## config.mk

```make
export PLATFORM = sky130hd
export DESIGN_NAME = decode_riscv
export DESIGN_NICKNAME = d
export VERILOG_FILES = /design/src/common/decode_pkg.sv /design/src/decode/imm_gen.sv /design/src/decode/op_decode.sv /design/src/decode/uop_queue.sv /design/src/decode/decode_riscv.sv
export SDC_FILE = /design/constraint.sdc
export NUM_CORES = 1
export LEC_CHECK = 0
export ABC_CLOCK_PERIOD_IN_PS = 10800
export BUFFER_PORTS_ARGS = -buffer_cell sky130_fd_sc_hd__buf_4
export CORE_AREA = 2 2 157 159
export CTS_CLUSTER_SIZE = 12
export DETAILED_ROUTE_END_ITERATION = 6
export DIE_AREA = 0 0 159 161
export GPL_ROUTABILITY_DRIVEN = 1
export GPL_TIMING_DRIVEN = 0
export PLACE_DENSITY = 0.74
export SLEW_MARGIN = 25
export SYNTH_ARGS = -nofsm -noshare
export SYNTH_HDL_FRONTEND = slang
export SYNTH_SLANG_ARGS = --single-unit
```

## constraint.sdc

```tcl
create_clock -name clk -period 10.8 [get_ports clk]
set_clock_uncertainty 0.1 [all_clocks]
set_input_delay 1.08 -clock clk [delete_from_list [all_inputs] [get_ports clk]]
set_output_delay 1.08 -clock clk [all_outputs]
set_load 0.02 [all_outputs]
```

## src/common/decode_pkg.sv

```systemverilog
package decode_pkg;

   localparam int XLEN = 32;
   localparam int LG_REGS = 5;

   typedef logic [XLEN-1:0] xlen_t;
   typedef logic [31:0] insn_t;
   typedef logic [LG_REGS-1:0] reg_idx_t;

   typedef enum logic [6:0]
   {
      OPC_LOAD     = 7'h03,
      OPC_MISC_MEM = 7'h0f,
      OPC_OP_IMM   = 7'h13,
      OPC_AUIPC    = 7'h17,
      OPC_STORE    = 7'h23,
      OPC_OP       = 7'h33,
      OPC_LUI      = 7'h37,
      OPC_BRANCH   = 7'h63,
      OPC_JALR     = 7'h67,
      OPC_JAL      = 7'h6f
   } opcode_t;

   typedef enum logic [5:0]
   {
      II, NOP,
      LB, LH, LW, LBU, LHU, SB, SH, SW,
      ADDI, SLLI, SLTI, SLTIU, XORI, SRLI, SRAI, ORI, ANDI,
      ADDU, SUBU, SLL, SLT, SLTU, XOR, SRL, SRA, OR, AND,
      MUL, MULH, MULHU, DIV, DIVU, REM, REMU,
      LUI, AUIPC,
      BEQ, BNE, BLT, BGE, BLTU, BGEU,
      J, JAL, JR, JALR, RET
   } uop_op_t;

   // which immediate the decoder wants, pc-relative kinds are summed with pc
   typedef enum logic [2:0]
   {
      IMM_NONE,
      IMM_I,
      IMM_S,
      IMM_U,
      IMM_PC_U,
      IMM_PC_B,
      IMM_PC_J
   } imm_kind_t;

   localparam logic [6:0] FUNCT7_BASE = 7'h00;
   localparam logic [6:0] FUNCT7_ALT = 7'h20; // sub, sra, srai
   localparam logic [6:0] FUNCT7_MULDIV = 7'h01;

   localparam logic [4:0] LINK_RA = 5'd1;
   localparam logic [4:0] LINK_T0 = 5'd5; // alternate link register

endpackage

```

## src/decode/imm_gen.sv

```systemverilog
`timescale 1ns/1ps

module imm_gen (
   input  decode_pkg::insn_t     insn,
   input  decode_pkg::xlen_t     pc,
   input  decode_pkg::imm_kind_t imm_kind,
   output decode_pkg::xlen_t     imm
);
   import decode_pkg::*;

   xlen_t imm_i;
   xlen_t imm_s;
   xlen_t imm_b;
   xlen_t imm_u;
   xlen_t imm_j;
   xlen_t pc_off;
   xlen_t pc_sum;

   assign imm_i = {{(XLEN-12){insn[31]}}, insn[31:20]};
   assign imm_s = {{(XLEN-12){insn[31]}}, insn[31:25], insn[11:7]};
   assign imm_b = {{(XLEN-12){insn[31]}}, insn[7], insn[30:25], insn[11:8], 1'b0};
   assign imm_u = {insn[31:12], 12'd0};
   assign imm_j = {{(XLEN-20){insn[31]}}, insn[19:12], insn[20], insn[30:21], 1'b0};

   // single adder shared by auipc, branches and jal
   always_comb
   begin
      case (imm_kind)
         IMM_PC_B: pc_off = imm_b;
         IMM_PC_J: pc_off = imm_j;
         default:  pc_off = imm_u;
      endcase
   end

   assign pc_sum = pc + pc_off;

   always_comb
   begin
      case (imm_kind)
         IMM_I:    imm = imm_i;
         IMM_S:    imm = imm_s;
         IMM_U:    imm = imm_u; // lui
         IMM_PC_U,
         IMM_PC_B,
         IMM_PC_J: imm = pc_sum;
         default:  imm = '0;
      endcase
   end

endmodule

```

## src/decode/op_decode.sv

```systemverilog
`timescale 1ns/1ps

module op_decode (
   input  decode_pkg::insn_t     insn,
   input  logic                  insn_pred,
   output decode_pkg::uop_op_t   op,
   output decode_pkg::imm_kind_t imm_kind,
   output decode_pkg::reg_idx_t  dst,
   output decode_pkg::reg_idx_t  src_a,
   output decode_pkg::reg_idx_t  src_b,
   output logic                  dst_valid,
   output logic                  src_a_valid,
   output logic                  src_b_valid,
   output logic                  is_br,
   output logic                  br_pred,
   output logic                  is_mem,
   output logic                  is_store,
   output logic                  is_int,
   output logic                  is_cheap_int
);
   import decode_pkg::*;

   opcode_t opcode;
   reg_idx_t rd;
   reg_idx_t rs1;
   reg_idx_t rs2;
   logic [2:0] funct3;
   logic [6:0] funct7;
   logic alt;
   logic rd_nz;
   logic rs1_link;

   assign opcode = opcode_t'(insn[6:0]);
   assign rd = insn[11:7];
   assign rs1 = insn[19:15];
   assign rs2 = insn[24:20];
   assign funct3 = insn[14:12];
   assign funct7 = insn[31:25];
   assign alt = (funct7 == FUNCT7_ALT);
   assign rd_nz = (rd != '0);
   assign rs1_link = (rs1 == LINK_RA) || (rs1 == LINK_T0);

   always_comb
   begin
      op = II;
      imm_kind = IMM_NONE;
      dst = '0;
      src_a = '0;
      src_b = '0;
      dst_valid = 1'b0;
      src_a_valid = 1'b0;
      src_b_valid = 1'b0;
      is_br = 1'b0;
      br_pred = 1'b0;
      is_mem = 1'b0;
      is_store = 1'b0;
      is_int = 1'b0;
      is_cheap_int = 1'b0;

      case (opcode)
         OPC_LOAD:
         begin
            dst = rd;
            src_a = rs1;
            dst_valid = rd_nz;
            src_a_valid = 1'b1;
            is_mem = 1'b1;
            imm_kind = IMM_I;
            case (funct3)
               3'd0:    op = LB;
               3'd1:    op = LH;
               3'd2:    op = LW;
               3'd4:    op = LBU;
               3'd5:    op = LHU;
               default: op = II;
            endcase
         end
         OPC_STORE:
         begin
            src_a = rs1;
            src_b = rs2;
            src_a_valid = 1'b1;
            src_b_valid = 1'b1;
            is_mem = 1'b1;
            is_store = 1'b1;
            imm_kind = IMM_S;
            case (funct3)
               3'd0:    op = SB;
               3'd1:    op = SH;
               3'd2:    op = SW;
               default: op = II;
            endcase
         end
         OPC_OP_IMM:
         begin
            dst = rd;
            src_a = rs1;
            dst_valid = rd_nz;
            src_a_valid = rd_nz; // no read needed when result is dropped
            is_int = 1'b1;
            is_cheap_int = 1'b1;
            imm_kind = IMM_I;
            case (funct3)
               3'd0: op = ADDI;
               3'd1: op = (funct7 == FUNCT7_BASE) ? SLLI : II;
               3'd2: op = SLTI;
               3'd3: op = SLTIU;
               3'd4: op = XORI;
               3'd5: op = (funct7 == FUNCT7_BASE) ? SRLI : (alt ? SRAI : II);
               3'd6: op = ORI;
               3'd7: op = ANDI;
            endcase
            if (!rd_nz && op != II)
               op = NOP;
         end
         OPC_OP:
         begin
            dst = rd;
            src_a = rs1;
            src_b = rs2;
            dst_valid = rd_nz;
            src_a_valid = 1'b1;
            src_b_valid = 1'b1;
            is_int = 1'b1;
            if (funct7 == FUNCT7_MULDIV)
            begin
               case (funct3)
                  3'd0:    op = MUL;
                  3'd1:    op = MULH;
                  3'd3:    op = MULHU;
                  3'd4:    op = DIV;
                  3'd5:    op = DIVU;
                  3'd6:    op = REM;
                  3'd7:    op = REMU;
                  default: op = II; // no mulhsu
               endcase
            end
            else if (funct7 == FUNCT7_BASE || alt)
            begin
               is_cheap_int = 1'b1;
               case (funct3)
                  3'd0: op = alt ? SUBU : ADDU;
                  3'd1: op = alt ? II : SLL;
                  3'd2: op = alt ? II : SLT;
                  3'd3: op = alt ? II : SLTU;
                  3'd4: op = alt ? II : XOR;
                  3'd5: op = alt ? SRA : SRL;
                  3'd6: op = alt ? II : OR;
                  3'd7: op = alt ? II : AND;
               endcase
            end
            if (!rd_nz && op != II)
               op = NOP;
         end
         OPC_LUI, OPC_AUIPC:
         begin
            dst = rd;
            dst_valid = rd_nz;
            is_int = 1'b1;
            is_cheap_int = 1'b1;
            if (opcode == OPC_LUI)
            begin
               op = rd_nz ? LUI : NOP;
               imm_kind = IMM_U;
            end
            else
            begin
               op = rd_nz ? AUIPC : NOP;
               imm_kind = IMM_PC_U;
            end
         end
         OPC_BRANCH:
         begin
            src_a = rs1;
            src_b = rs2;
            src_a_valid = 1'b1;
            src_b_valid = 1'b1;
            is_int = 1'b1;
            is_br = 1'b1;
            is_cheap_int = 1'b1;
            br_pred = insn_pred;
            imm_kind = IMM_PC_B;
            case (funct3)
               3'd0:    op = BEQ;
               3'd1:    op = BNE;
               3'd4:    op = BLT;
               3'd5:    op = BGE;
               3'd6:    op = BLTU;
               3'd7:    op = BGEU;
               default: op = II;
            endcase
         end
         OPC_JALR:
         begin
            src_a = rs1;
            src_a_valid = 1'b1;
            is_int = 1'b1;
            is_br = 1'b1;
            is_cheap_int = 1'b1;
            br_pred = 1'b1; // always taken
            imm_kind = IMM_I;
            if (!rd_nz)
               op = rs1_link ? RET : JR;
            else
            begin
               op = JALR;
               dst = rd;
               dst_valid = 1'b1;
            end
         end
         OPC_JAL:
         begin
            is_int = 1'b1;
            is_br = 1'b1;
            br_pred = 1'b1;
            imm_kind = IMM_PC_J;
            if (!rd_nz)
               op = J;
            else
            begin
               op = JAL;
               dst = rd;
               dst_valid = 1'b1;
               is_cheap_int = 1'b1;
            end
         end
         OPC_MISC_MEM: op = NOP; // fence
         default:      op = II;
      endcase

      // illegal words carry nothing downstream
      if (op == II)
      begin
         imm_kind = IMM_NONE;
         dst = '0;
         src_a = '0;
         src_b = '0;
         dst_valid = 1'b0;
         src_a_valid = 1'b0;
         src_b_valid = 1'b0;
         is_br = 1'b0;
         br_pred = 1'b0;
         is_mem = 1'b0;
         is_store = 1'b0;
         is_int = 1'b0;
         is_cheap_int = 1'b0;
      end
   end

endmodule

```

## src/decode/uop_queue.sv

```systemverilog
`timescale 1ns/1ps

module uop_queue (
   input  logic                 clk,
   input  logic                 rst,
   input  logic                 in_valid,
   output logic                 in_ready,
   output logic                 out_valid,
   input  logic                 out_ready,
   input  decode_pkg::uop_op_t  op,
   input  decode_pkg::xlen_t    pc,
   input  decode_pkg::xlen_t    imm,
   input  decode_pkg::reg_idx_t dst,
   input  logic                 dst_valid,
   input  decode_pkg::reg_idx_t src_a,
   input  logic                 src_a_valid,
   input  decode_pkg::reg_idx_t src_b,
   input  logic                 src_b_valid,
   input  logic                 is_br,
   input  logic                 br_pred,
   input  logic                 is_mem,
   input  logic                 is_store,
   input  logic                 is_int,
   input  logic                 is_cheap_int,
   output decode_pkg::uop_op_t  uop_op,
   output decode_pkg::xlen_t    uop_pc,
   output decode_pkg::xlen_t    uop_imm,
   output decode_pkg::reg_idx_t uop_dst,
   output logic                 uop_dst_valid,
   output decode_pkg::reg_idx_t uop_src_a,
   output logic                 uop_src_a_valid,
   output decode_pkg::reg_idx_t uop_src_b,
   output logic                 uop_src_b_valid,
   output logic                 uop_is_br,
   output logic                 uop_br_pred,
   output logic                 uop_is_mem,
   output logic                 uop_is_store,
   output logic                 uop_is_int,
   output logic                 uop_is_cheap_int
);
   import decode_pkg::*;

   typedef struct packed {
      uop_op_t  op;
      xlen_t    pc;
      xlen_t    imm;
      reg_idx_t dst;
      reg_idx_t src_a;
      reg_idx_t src_b;
      logic [8:0] bits; // valid bits and class flags
   } entry_t;

   entry_t mem [2];
   entry_t wr_entry;
   entry_t rd_entry;
   logic wr_ptr;
   logic rd_ptr;
   logic [1:0] count;
   logic push;
   logic pop;

   assign in_ready = (count != 2'd2);
   assign out_valid = (count != 2'd0);
   assign push = in_valid && in_ready;
   assign pop = out_valid && out_ready;

   assign wr_entry.op = op;
   assign wr_entry.pc = pc;
   assign wr_entry.imm = imm;
   assign wr_entry.dst = dst;
   assign wr_entry.src_a = src_a;
   assign wr_entry.src_b = src_b;
   assign wr_entry.bits = {dst_valid, src_a_valid, src_b_valid, is_br, br_pred,
                           is_mem, is_store, is_int, is_cheap_int};

   always_ff @(posedge clk)
   begin
      if (push)
         mem[wr_ptr] <= wr_entry;
   end

   always_ff @(posedge clk)
   begin
      if (rst)
      begin
         wr_ptr <= 1'b0;
         rd_ptr <= 1'b0;
         count <= 2'd0;
      end
      else
      begin
         if (push)
            wr_ptr <= ~wr_ptr;
         if (pop)
            rd_ptr <= ~rd_ptr;
         case ({push, pop})
            2'b10:   count <= count + 2'd1;
            2'b01:   count <= count - 2'd1;
            default: count <= count; // idle or pass-through
         endcase
      end
   end

   assign rd_entry = mem[rd_ptr];
   assign uop_op = rd_entry.op;
   assign uop_pc = rd_entry.pc;
   assign uop_imm = rd_entry.imm;
   assign uop_dst = rd_entry.dst;
   assign uop_src_a = rd_entry.src_a;
   assign uop_src_b = rd_entry.src_b;
   assign {uop_dst_valid, uop_src_a_valid, uop_src_b_valid, uop_is_br, uop_br_pred,
           uop_is_mem, uop_is_store, uop_is_int, uop_is_cheap_int} = rd_entry.bits;

endmodule

```

## src/decode/decode_riscv.sv

```systemverilog
`timescale 1ns/1ps

module decode_riscv (
   input  logic                 clk,
   input  logic                 rst,
   input  logic                 insn_valid,
   output logic                 insn_ready,
   input  decode_pkg::insn_t    insn,
   input  decode_pkg::xlen_t    pc,
   input  logic                 insn_pred,
   output logic                 uop_valid,
   input  logic                 uop_ready,
   output decode_pkg::uop_op_t  uop_op,
   output decode_pkg::xlen_t    uop_pc,
   output decode_pkg::xlen_t    uop_imm,
   output decode_pkg::reg_idx_t uop_dst,
   output logic                 uop_dst_valid,
   output decode_pkg::reg_idx_t uop_src_a,
   output logic                 uop_src_a_valid,
   output decode_pkg::reg_idx_t uop_src_b,
   output logic                 uop_src_b_valid,
   output logic                 uop_is_br,
   output logic                 uop_br_pred,
   output logic                 uop_is_mem,
   output logic                 uop_is_store,
   output logic                 uop_is_int,
   output logic                 uop_is_cheap_int
);
   import decode_pkg::*;

   // decoded fields, named after the ports they join
   uop_op_t op;
   imm_kind_t imm_kind;
   xlen_t imm;
   reg_idx_t dst;
   reg_idx_t src_a;
   reg_idx_t src_b;
   logic dst_valid;
   logic src_a_valid;
   logic src_b_valid;
   logic is_br;
   logic br_pred;
   logic is_mem;
   logic is_store;
   logic is_int;
   logic is_cheap_int;

   op_decode op_decode_i (.*);

   imm_gen imm_gen_i (.*);

   uop_queue uop_queue_i (
      .*,
      .in_valid  (insn_valid),
      .in_ready  (insn_ready),
      .out_valid (uop_valid),
      .out_ready (uop_ready)
   );

endmodule

```

==> results of run 1 <==
state kept, by name, summed over array words and instances, names as in the netlist, named ones only:
name	count
uop_queue_i.count	2
uop_queue_i.wr_ptr	1
uop_queue_i.mem	188
uop_queue_i.rd_ptr	1
metal layers:
metal / track usage [%] / share of wire (%)
met5: 0 / 0
met4: 6.86 / 2.1
met3: 3.72 / 6.9
met2: 34.4 / 47
met1: 30.6 / 44
power groups by stage:
stage / sequential, uW / combinational, uW / clock, uW
finish: 996 / 926 / 622
global route: 1010 / 985 / 660
CTS: 997 / 936 / 631
detailed placement: 1010 / 932 / 0
global placement: 1040 / 893 / 0
floorplan: 1020 / 553 / 0
worst paths after layout:
kind / from / to / slack, ps / cells after the start
setup / recovery: insn[13] / uop_queue_i.mem[1][51] / 2770 / 25
hold / removal: uop_queue_i.count[1] / uop_queue_i.count[1] / 410 / 2
setup reg to reg: uop_queue_i.count[0] / uop_queue_i.mem[0][66] / 8690 / 5
hold reg to reg: uop_queue_i.count[1] / uop_queue_i.count[1] / 410 / 2
critical path, stage by stage:
cell and delay [ps]:
buf_4 100, clkbuf_1 330, inv_1 220, ha_1 330, or3_1 310, buf_2 200, a311oi_1 550, o31ai_1 250
a41oi_1 230, nor3b_2 470, and2_1 190, buf_2 150, nor3_2 80, a22o_1 200, ha_1 210, fa_1 430
a211oi_1 320, o21ai_0 240, a2111oi_0 570, nor3_1 210, a21oi_1 530, o21ai_0 240, o41ai_1 340, xor2_1 180
o211ai_1 110
cell usage in the layout (no fill, tap or decap), types with 8 or more instances in the layout:
cell type  netlist  final
ha_1            38     38
inv_1           18     18
xor2_1          14     14
and2_1          28     28
a211oi_1        10     10
edfxtp_1       188    188
buf_4            1    163
a22o_1          11     11
o211a_1          8      8
nor3_1          18     18
a21o_1          12     12
clkbuf_16        0     18
mux2_2         102    102
clkbuf_1        24     24
nand3_1         11     11
nand2_1         60     60
a21oi_1         40     40
nor2b_1          8      8
buf_2            8      8
nor2_1          38     37
xnor2_1         14     14
o21ai_0         33     33
o211ai_1        12     12
or3_1            8      8
kinds of logic (layout without fill, tap and decap cells):
family                   after synthesis  after routing  synth area share, %
flip-flops                           193            193                 54.2
multiplexers                         106            106                 11.4
AND/OR/NAND/NOR                      218            218                 10.9
buffers and inverters                 59            259                 2.36
adder cells (fa/ha/maj)               39             39                 4.67
AO/OA/AOI/OAI                        211            211                 14.2
XOR/XNOR                              28             28                 2.31
synth_stat cells, types with 4 or more instances:
cell	count
dfxtp_1	5
xor2_1	14
nor4_1	4
o311ai_0	4
nand2b_1	6
nor2b_1	8
a22o_1	11
nor2_1	38
o211ai_1	12
o211a_1	8
buf_2	8
nor3_1	18
a221o_1	6
ha_1	38
clkbuf_1	24
o21bai_1	6
nand3_1	11
a211oi_1	10
o221ai_1	4
mux2_4	4
xnor2_1	14
edfxtp_1	188
and3_1	4
a31oi_1	5
nand4_1	4
a22oi_1	7
buf_1	6
a211o_1	4
o21a_1	6
inv_1	18
nand2_1	60
or3_1	8
and2_1	28
a21o_1	12
o21ai_0	33
a21oi_1	40
mux2_2	102
o31ai_1	7
stage by stage:
stage / instance area, um2 / setup slack [ps] / utilization [%] / hold slack, ps / power (uW)
after global routing: 13000 / 2280 / 54.1 / 445 / 2650
after CTS: 13000 / 2870 / 54.1 / 404 / 2560
after floorplan: 10600 / 4060 / - / 361 / 1570
after global placement: 12200 / 2340 / 51.0 / 381 / 1930
after detailed placement: 12400 / 2440 / 51.7 / 393 / 1950
final: 13000 / 2770 / 54.1 / 406 / 2540
layout make-up:
| cell class | instances | area [um2] |
|---|---|---|
| plain buffers | 41 | 183 |
| multi-input cells | 602 | 4620 |
| repair buffers | 168 | 1360 |
| clock buffers | 19 | 464 |
| well taps | 324 | 405 |
| clock inverters | 13 | 118 |
| inverters | 18 | 67.6 |
| fillers | 2060 | 11000 |
| flip-flops and latches | 193 | 5750 |
==> summary.txt, run 1 <==
Core area = 0.0240 mm2
Inserted Diodes = 0
Peak supply drop = 0.0925 mV
Slew headroom = 27.9%
Fin nets = 1149
FMAX = 125 MHz
Post-synth EDFFs = 188
Gate power share = 36.4%
Top-area cell type share of the netlist area = 53.2%
Post-Syn Area per Cell = 12.4 um2
Vias in the first global route = 7490
Syn nets = 962
Total GRT Usage = 21.7%
Sequential fraction of design power = 39.2%
Setup Buffers After CTS = 0
Ys async rst share = 0%
Io pins = 165
RSZ-0062 raised after global routing = false
Area leader, netlist = edfxtp_1
PortBufs = 162
Via count = 7816
Yosys cell types = 81
Placed insts = 1346
Clock-pin slew on the worst setup and hold paths = 80 ps
Initial Util = 44.3%
CP Capture Type = flop
CP Max Fanout = 10
Initial antenna violation count = 0
Pwr/cell area = 196 mW/mm2
GR Overflow Total = 0
RePlAce Congestion = 0.941
Routed wire length = 28100 um
Internal power = 1700 uW
CTS max path bufs = 2
Ratio of cells with drive above 1 in the final layout = 31.9%
Synth Flop Type = edfxtp_1
Register bit total from synthesis = 193
Max-cap violations = 0
Die footprint = 0.0256 mm2
Final HPWL DP = 21100 um
Clock share of power = 24.4%
Non-Filler Instances = 1378
Post-route DRC = 0
Area growth syn-to-layout = 22.2%
First-pass GRT wire length = 42800 um
Worst Hold Class = flop to flop
Fin crit period = 8030 ps
Chip Height = 161 um
Post-CTS Resized = 0
Skew-Pair Late Insertion Delay = 440 ps
CTS tree = done
Synthesis Warnings = 0
WS Path Type = input pin to flop
Hold_buf cts = 0
Drt pass-1 iters = 5
Seq/Total Area, Yosys = 54.2%
Post-Route Setup TNS = 0 ps
Avg WL per Cell = 20.4 um
Vias per cell = 5.67
Final hold vios = 0
Psw = 846 uW
Largest net degree at the start of global routing = 43
Slew Viols, Final = 0
Switching Share = 33.3%
Post-route ant nets = 0
Clk sinks = 193
DR iter-0 viols = 782
Status = complete, no violations
Die Wd = 159 um
# rows = 57
TritonCTS buffer count = 17
Syn Std Cell Area = 0.0106 mm2
H-Tree Depth = 4
CTS root buf = clkbuf_16
Arr. time, crit path = 8100 ps
Leakage dissipation = 0.00500 uW
CP Launch Type = input pin
Synth Instances = 854
CP Data Required Time = 10870 ps
Endpoints failing setup = 0
Crit share post-route = 74.4%
Top cells by area, synth = edfxtp_1 53%, mux2_2 11%, ha_1 4.5%
Worst slew pin tran = 1070 ps
(Power assumes the default switching activity.)
==> inputs of run 2 (changes only) <==
--- a/config.mk
+++ b/config.mk
@@ -5,15 +5,16 @@
 export SDC_FILE = /design/constraint.sdc
 export NUM_CORES = 1
 export LEC_CHECK = 0
-export ABC_CLOCK_PERIOD_IN_PS = 10800
+export ABC_AREA = 1
+export ABC_CLOCK_PERIOD_IN_PS = 6600
 export BUFFER_PORTS_ARGS = -buffer_cell sky130_fd_sc_hd__buf_4
-export CORE_AREA = 2 2 157 159
+export CORE_AREA = 2 2 158 160
 export CTS_CLUSTER_SIZE = 12
 export DETAILED_ROUTE_END_ITERATION = 6
-export DIE_AREA = 0 0 159 161
+export DIE_AREA = 0 0 160 162
 export GPL_ROUTABILITY_DRIVEN = 1
 export GPL_TIMING_DRIVEN = 0
-export PLACE_DENSITY = 0.74
+export PLACE_DENSITY = 0.77
 export SLEW_MARGIN = 25
 export SYNTH_ARGS = -nofsm -noshare
 export SYNTH_HDL_FRONTEND = slang
==> constraint.sdc (replaced) <==
create_clock -name clk -period 6.6 [get_ports clk]
set_clock_uncertainty 0.1 [all_clocks]
set_input_delay 0.66 -clock clk [delete_from_list [all_inputs] [get_ports clk]]
set_output_delay 0.66 -clock clk [all_outputs]
set_load 0.02 [all_outputs]
==> run 2 against run 1 <==
Die area up 1.3%. Synthesized area rose by 1.9%. Design area up 2.3%. Clock-buffer cell count is 2 lower. Register-to-register slack worse by 4200 ps. Cell count up 16%. Worst hold slack worse by 110 ps.
==> summary.txt, run 2 <==
Status = complete, no violations
Synth Area in Adders = 4.58% (-0.086 points)
Largest family of logic cells by synthesized area = simple AND/OR/NAND/NOR gates
FF-to-FF setup slack = 4530 ps (-4160 ps)
GR Overflow Total = 0 (unchanged)
FMAX = 165 MHz
CP Data Required Time = 6690 ps (-4180 ps)
Register bit total from synthesis = 193 (unchanged)
Post-route ant nets = 0 (unchanged)
Syn Std Cell Area = 0.0108 mm2 (+1.9%)
Ratio of cells with drive above 1 in the final layout = 27.6% (-4.3 points)
Post-route DRC = 0 (unchanged)
Commonest non-fill, non-tap cell in the layout = nand2_1
Post-synth EDFFs = 188 (unchanged)
Post-synthesis xor/xnor area fraction = 2.35% (+0.038 points)
Pwr/cell area = 278 mW/mm2 (+41%)
Arr. time, crit path = 6140 ps (-1960 ps)
Io pins = 165 (unchanged)
Initial Util = 44.8% (+0.56 points)
Yosys cell types = 51 (-37%)
H-Tree Depth = 4 (unchanged)
Most frequent cells in the layout = 220 x nand2_1, 188 x edfxtp_1, 163 x buf_4
Slew Viols, Final = 0 (unchanged)
Die Wd = 160 um (+0.63%)
Most common cell on crit path = nand2_1
# rows = 57 (unchanged)
Top cells by area, synth = edfxtp_1 52%, mux2_2 9.8%, nand2_1 7.6%
Core area = 0.0241 mm2 (+0.60%)
Routed wire length = 29200 um (+4.0%)
TritonCTS buffer count = 17 (unchanged)
Simple-Gate Fraction of Synth Area = 17.5% (+6.6 points)
Synth Flop Type = edfxtp_1
CTS root buf = clkbuf_16
Worst Hold Class = input pin to flop
Core Util, Final = 55.0% (+0.90 points)
Complex-gate fraction of the synthesized area = 7.09% (-7.1 points)
Peak supply drop = 0.152 mV (+65%)
Area growth syn-to-layout = 22.7%
Top-area cell type share of the netlist area = 52.2% (-0.98 points)
Largest net degree at the start of global routing = 25 (-42%)
CTS max path bufs = 2 (unchanged)
Clk sinks = 193 (unchanged)
Area leader, netlist = edfxtp_1
Largest register by flop count = uop_queue_i.mem
CP Capture Type = flop
Post-Syn Area per Cell = 10.1 um2 (-19%)
Final hold vios = 0 (unchanged)
Top-count cell post-synth = nand2_1
Chip Height = 162 um (+0.62%)
Post-CTS Resized = 0 (unchanged)
Setup Buffers After CTS = 0 (unchanged)
Skew-Pair Late Insertion Delay = 450 ps (about the same)
Final HPWL DP = 22900 um (+8.4%)
Seq/Total Area, Yosys = 53.2% (-1.0 points)
Slew headroom = 34.1% (+6.1 points)
RePlAce Congestion = 0.997 (+5.9%)
Syn nets = 1183 (+23%)
Power, Total = 3680 uW (+45%)
Max reg flops = 188 (unchanged)
Avg WL per Cell = 18.2 um (-11%)
Vias per cell = 5.30 (-6.5%)
Vias in the first global route = 8132 (+8.6%)
Fin crit period = 6050 ps
Clock-pin slew on the worst setup and hold paths = 70 ps (about the same)
Synthesis Warnings = 0 (unchanged)
Drt pass-1 iters = 6 (+1)
RSZ-0062 raised after global routing = false
Mux cell area share after synthesis = 9.80% (-1.6 points)
Via count = 8501 (+8.8%)
Max-cap violations = 0 (unchanged)
PortBufs = 163 (+0.62%)
Die footprint = 0.0259 mm2 (+1.3%)
DR iter-0 viols = 785 (+0.38%)
Ys async rst share = 0% (unchanged)
Post-Route Setup TNS = 0 ps (unchanged)
Leakage dissipation = 0.00566 uW (+13%)
First-pass GRT wire length = 44200 um (+3.1%)
Largest stage delay, worst path = 420 ps (-150 ps)
Worst slew pin tran = 989 ps (-82.2 ps)
Initial antenna violation count = 1 (+1)
Synth Instances = 1075 (+26%)
Total GRT Usage = 22.4% (+0.67 points)
CP Max Fanout = 10 (unchanged)
Endpoints failing setup = 0 (unchanged)
Crit share post-route = 91.7%
Hold_buf cts = 0 (unchanged)
Crit-path slowest cell = fa_1
Most instantiated cells after synthesis = 220 x nand2_1, 188 x edfxtp_1, 113 x inv_1, 103 x nor2_1, 94 x mux2_2
CTS tree = done
WS Path Type = input pin to flop
Fin nets = 1373 (+19%)
CP Launch Type = input pin
Regs by FF count = uop_queue_i.mem: 188 flops, uop_queue_i.count: 2 flops
==> run 2: worst max-delay path, delay by kind of cell <==
family / cells / cell delay (ps)
compound gates: 7 / 1330
xor+xnor: 1 / 150
fa+ha+maj: 3 / 900
buf+inv: 6 / 1080
simple gates: 16 / 1990
==> run 2: area by class of cell <==
type / instances / area (um2)
well taps: 324 / 405
multi-input cells: 735 / 4480
fillers: 2152 / 10800
plain buffers: 25 / 138
flip-flops and latches: 193 / 5750
repair buffers: 171 / 1410
diodes: 1 / 2.50
clock buffers: 17 / 425
inverters: 122 / 460
clock inverters: 15 / 193
==> run 2: report_power, final <==
part | switching [uW] | total, uW | internal, uW | leakage [uW]
clock | 512 | 1090 | 580 | 0.000303
sequential | 32.9 | 1530 | 1490 | 0.00183
combinational | 606 | 1060 | 455 | 0.00352
==> run 2: cell families after synthesis <==
logic type / after synthesis
buffers and inverters: 147
adder cells (fa/ha/maj): 39
XOR/XNOR: 29
AND/OR/NAND/NOR: 430
multiplexers: 94
flip-flops: 193
AO/OA/AOI/OAI: 143
==> run 2: routing by layer <==
metal,wire length [um],track usage [%]
met2,13300,35.6
met3,2240,4.06
met1,12700,30.4
met4,993,9.30
met5,0,0
==> run 2: worst paths after layout <==
kind / depth (start not counted) / from / endpoint
hold reg to reg: 2 / uop_queue_i.rd_ptr / uop_queue_i.rd_ptr
hold / removal: 2 / rst / uop_queue_i.rd_ptr
setup / recovery: 33 / insn[14] / uop_queue_i.mem[1][43]
setup reg to reg: 6 / uop_queue_i.count[0] / uop_queue_i.mem[0][65]
==> run 2: metrics by stage <==
stage	area, um2	setup WS (ps)	instances	hold WS [ps]
5_1_grt	13300	120	1602	308
4_1_cts	13300	568	1602	289
6_report	13300	547	1603	297
2_1_floorplan	10800	1250	1075	354
3_5_place_dp	12600	141	1570	382
3_3_place_gp	12400	-1030	1562	364
==> inputs of run 3 (changes only) <==
--- a/config.mk
+++ b/config.mk
@@ -6,15 +6,15 @@
 export NUM_CORES = 1
 export LEC_CHECK = 0
 export ABC_AREA = 1
-export ABC_CLOCK_PERIOD_IN_PS = 6600
+export ABC_CLOCK_PERIOD_IN_PS = 7700
 export BUFFER_PORTS_ARGS = -buffer_cell sky130_fd_sc_hd__buf_4
-export CORE_AREA = 2 2 158 160
+export CORE_AREA = 2 2 211 213
 export CTS_CLUSTER_SIZE = 12
 export DETAILED_ROUTE_END_ITERATION = 6
-export DIE_AREA = 0 0 160 162
+export DIE_AREA = 0 0 213 215
 export GPL_ROUTABILITY_DRIVEN = 1
 export GPL_TIMING_DRIVEN = 0
-export PLACE_DENSITY = 0.77
+export PLACE_DENSITY = 0.5
 export SLEW_MARGIN = 25
 export SYNTH_ARGS = -nofsm -noshare
 export SYNTH_HDL_FRONTEND = slang
==> constraint.sdc (replaced) <==
create_clock -name clk -period 7.7 [get_ports clk]
set_clock_uncertainty 0.1 [all_clocks]
set_input_delay 0.77 -clock clk [delete_from_list [all_inputs] [get_ports clk]]
set_output_delay 0.77 -clock clk [all_outputs]
set_load 0.02 [all_outputs]
==> run 3 against run 2 <==
Die area increased by 77%. Total power decreased by 13%. Clock-buffer cell count unchanged. Design area increased by 2.8%. Highest routed layer is now met5.
==> summary.txt, run 3 (same netlist as run 2, synthesis figures left out) <==
Initial Util = 24.8% (-20 points)
Hold path depth = 2 (unchanged)
CTS max path bufs = 2 (unchanged)
DR iter-0 viols = 455 (-42%)
Ratio of cells with drive above 1 in the final layout = 27.6% (about the same)
Clk sinks = 193 (unchanged)
Reg-to-reg critical path endpoint = uop_queue_i.mem[0][74]
Setup Buffers After CTS = 0 (unchanged)
Arr. time, crit path = 6450 ps (+310 ps)
Initial antenna violation count = 2 (+1)
Fin crit period = 6360 ps
Largest stage delay, worst path = 430 ps (about the same)
Chip Height = 215 um (+33%)
Clock-pin slew on the worst setup and hold paths = 70 ps (about the same)
Avg WL per Cell = 18.2 um (-0.10%)
PortBufs = 163 (unchanged)
Die footprint = 0.0458 mm2 (+77%)
CP Max Fanout = 10 (unchanged)
FF-to-FF setup slack = 5490 ps (+960 ps)
Area growth syn-to-layout = 26.1%
RePlAce Congestion = 0.888 (-11%)
Largest register by flop count = uop_queue_i.mem
Vias per cell = 4.45 (-16%)
Post-route ant nets = 0 (unchanged)
Max reg flops = 188 (unchanged)
Most frequent cells in the layout = 220 x nand2_1, 188 x edfxtp_1, 163 x buf_4
Routed wire length = 34100 um (+17%)
RSZ-0062 raised after global routing = false
Pre-CTS WS = 882 ps (+741 ps)
Via count = 8331 (-2.0%)
First-pass GRT wire length = 50100 um (+13%)
Crit-path slowest cell = fa_1
Slew headroom = 38.9% (+4.8 points)
Worst hold path endpoint = uop_queue_i.rd_ptr
Crit share post-route = 82.6%
WS Path Type = input pin to flop
Endpoints failing setup = 0 (unchanged)
CP Launch Type = input pin
Fin nets = 1374 (+0.073%)
Slew Viols, Final = 0 (unchanged)
Die Wd = 213 um (+33%)
Final hold vios = 0 (unchanged)
Total GRT Usage = 14.9% (-7.4 points)
Most common cell on crit path = nand2_1
TritonCTS buffer count = 17 (unchanged)
R2R depth = 6 (unchanged)
Multi-input gate area = 0.00448 mm2 (unchanged)
Skew-Pair Late Insertion Delay = 460 ps (about the same)
Final HPWL DP = 27600 um (+20%)
# rows = 77 (+35%)
CP Data Required Time = 7790 ps (+1100 ps)
CTS root buf = clkbuf_16
HP Start = uop_queue_i.rd_ptr
FMAX = 157 MHz
GR Overflow Total = 0 (unchanged)
Worst Hold Class = flop to flop
Post-route DRC = 0 (unchanged)
Status = complete, no violations
Post-CTS Resized = 0 (unchanged)
H-Tree Depth = 4 (unchanged)
Peak supply drop = 0.150 mV (-1.7%)
Origin of the critical flop-to-flop path = uop_queue_i.count[0]
Regs by FF count = uop_queue_i.mem: 188 flops, uop_queue_i.count: 2 flops
Worst slew pin tran = 916 ps (-72.6 ps)
Placed insts = 1839 (+17%)
Hold_buf cts = 0 (unchanged)
Non-Filler Instances = 1872 (+17%)
Max-cap violations = 0 (unchanged)
Largest net degree at the start of global routing = 22 (-12%)
CP Capture Type = flop
FF+latch area = 0.00575 mm2 (unchanged)
Io pins = 165 (unchanged)
Drt pass-1 iters = 4 (-2)
Leakage dissipation = 0.00567 uW (+0.15%)
Core area = 0.0436 mm2 (+81%)
Filler Cells Inserted = 4555 (+110%)
Pwr/cell area = 234 mW/mm2 (-16%)
CTS tree = done
Commonest non-fill, non-tap cell in the layout = nand2_1
Final worst setup slack = 1340 ps (+792 ps)
Vias in the first global route = 8277 (+1.8%)
[run 3: cell types whose count changed in the layout (fill, tap and decap cells not counted)]
cell	previous run	this run
clkinv_4	0	2
clkinv_1	1	2
clkinvlp_4	1	2
buf_12	4	3
bufinv_16	2	3
buf_16	4	6
inv_6	3	5
clkinv_2	2	0
clkinv_8	2	0
inv_8	5	2
[run 3: worst max-delay path, delay by kind of cell]
kind / cells / cell delay, ps
compound gates: 7 / 1440
fa+ha+maj: 3 / 910
buf+inv: 6 / 1080
xor+xnor: 1 / 170
simple gates: 16 / 2070
[run 3: how the worst max path moves through the flow]
| stage | slack [ps] | end | start | cells after the start |
|---|---|---|---|---|
| finish | 1340 | uop_queue_i.mem[1][43] | insn[14] | 33 |
| global route | 960 | uop_queue_i.mem[1][43] | insn[14] | 33 |
| CTS | 1370 | uop_queue_i.mem[0][43] | insn[14] | 33 |
| detailed placement | 880 | uop_queue_i.mem[0][43] | insn[14] | 33 |
| global placement | -840 | uop_queue_i.mem[1][71] | insn_valid | 3 |
| floorplan | 2240 | uop_queue_i.mem[1][0] | insn_valid | 2 |
[run 3: area by class of cell]
cell class              count  share of cell area [%]
repair buffers            172                    10.6
well taps                 592                    5.43
flip-flops and latches    193                    42.1
plain buffers              25                    1.01
inverters                 122                    3.38
diodes                      1                  0.0184
clock inverters            15                    1.41
multi-input cells         735                    32.8
clock buffers              17                    3.12
[run 3: layer usage]
layer  vias up  global-route usage, %  routed length (um)  share of wire [%]
met2       191                   23.6               15700                 46
met1      4018                   20.0               16000                 47
met3        42                   3.10                1340                3.9
li1       4078                      -                   -                  -
met5         -                      0                   8              0.023
met4         2                   5.55                1010                3.0
[run 3: stage by stage]
| stage | hold WS [ps] | total power [uW] | utilization (%) | cell area (um2) | TNS, ps |
|---|---|---|---|---|---|
| after floorplan | 354 | 1880 | - | 10800 | 0 |
| after global placement | 368 | 2270 | 29.3 | 12800 | -149010 |
| after detailed placement | 373 | 2280 | 29.8 | 13000 | 0 |
| after CTS | 360 | 3240 | 31.2 | 13600 | 0 |
| after global routing | 383 | 3330 | 31.2 | 13600 | 0 |
| final | 386 | 3190 | 31.2 | 13600 | 0 |
[run 3: where the power goes]
| part | total, uW | leakage, uW | internal (uW) | switching, uW |
|---|---|---|---|---|
| clock network | 942 | 0.000297 | 520 | 422 |
| registers | 1310 | 0.00183 | 1280 | 25.3 |
| logic | 937 | 0.00354 | 395 | 541 |
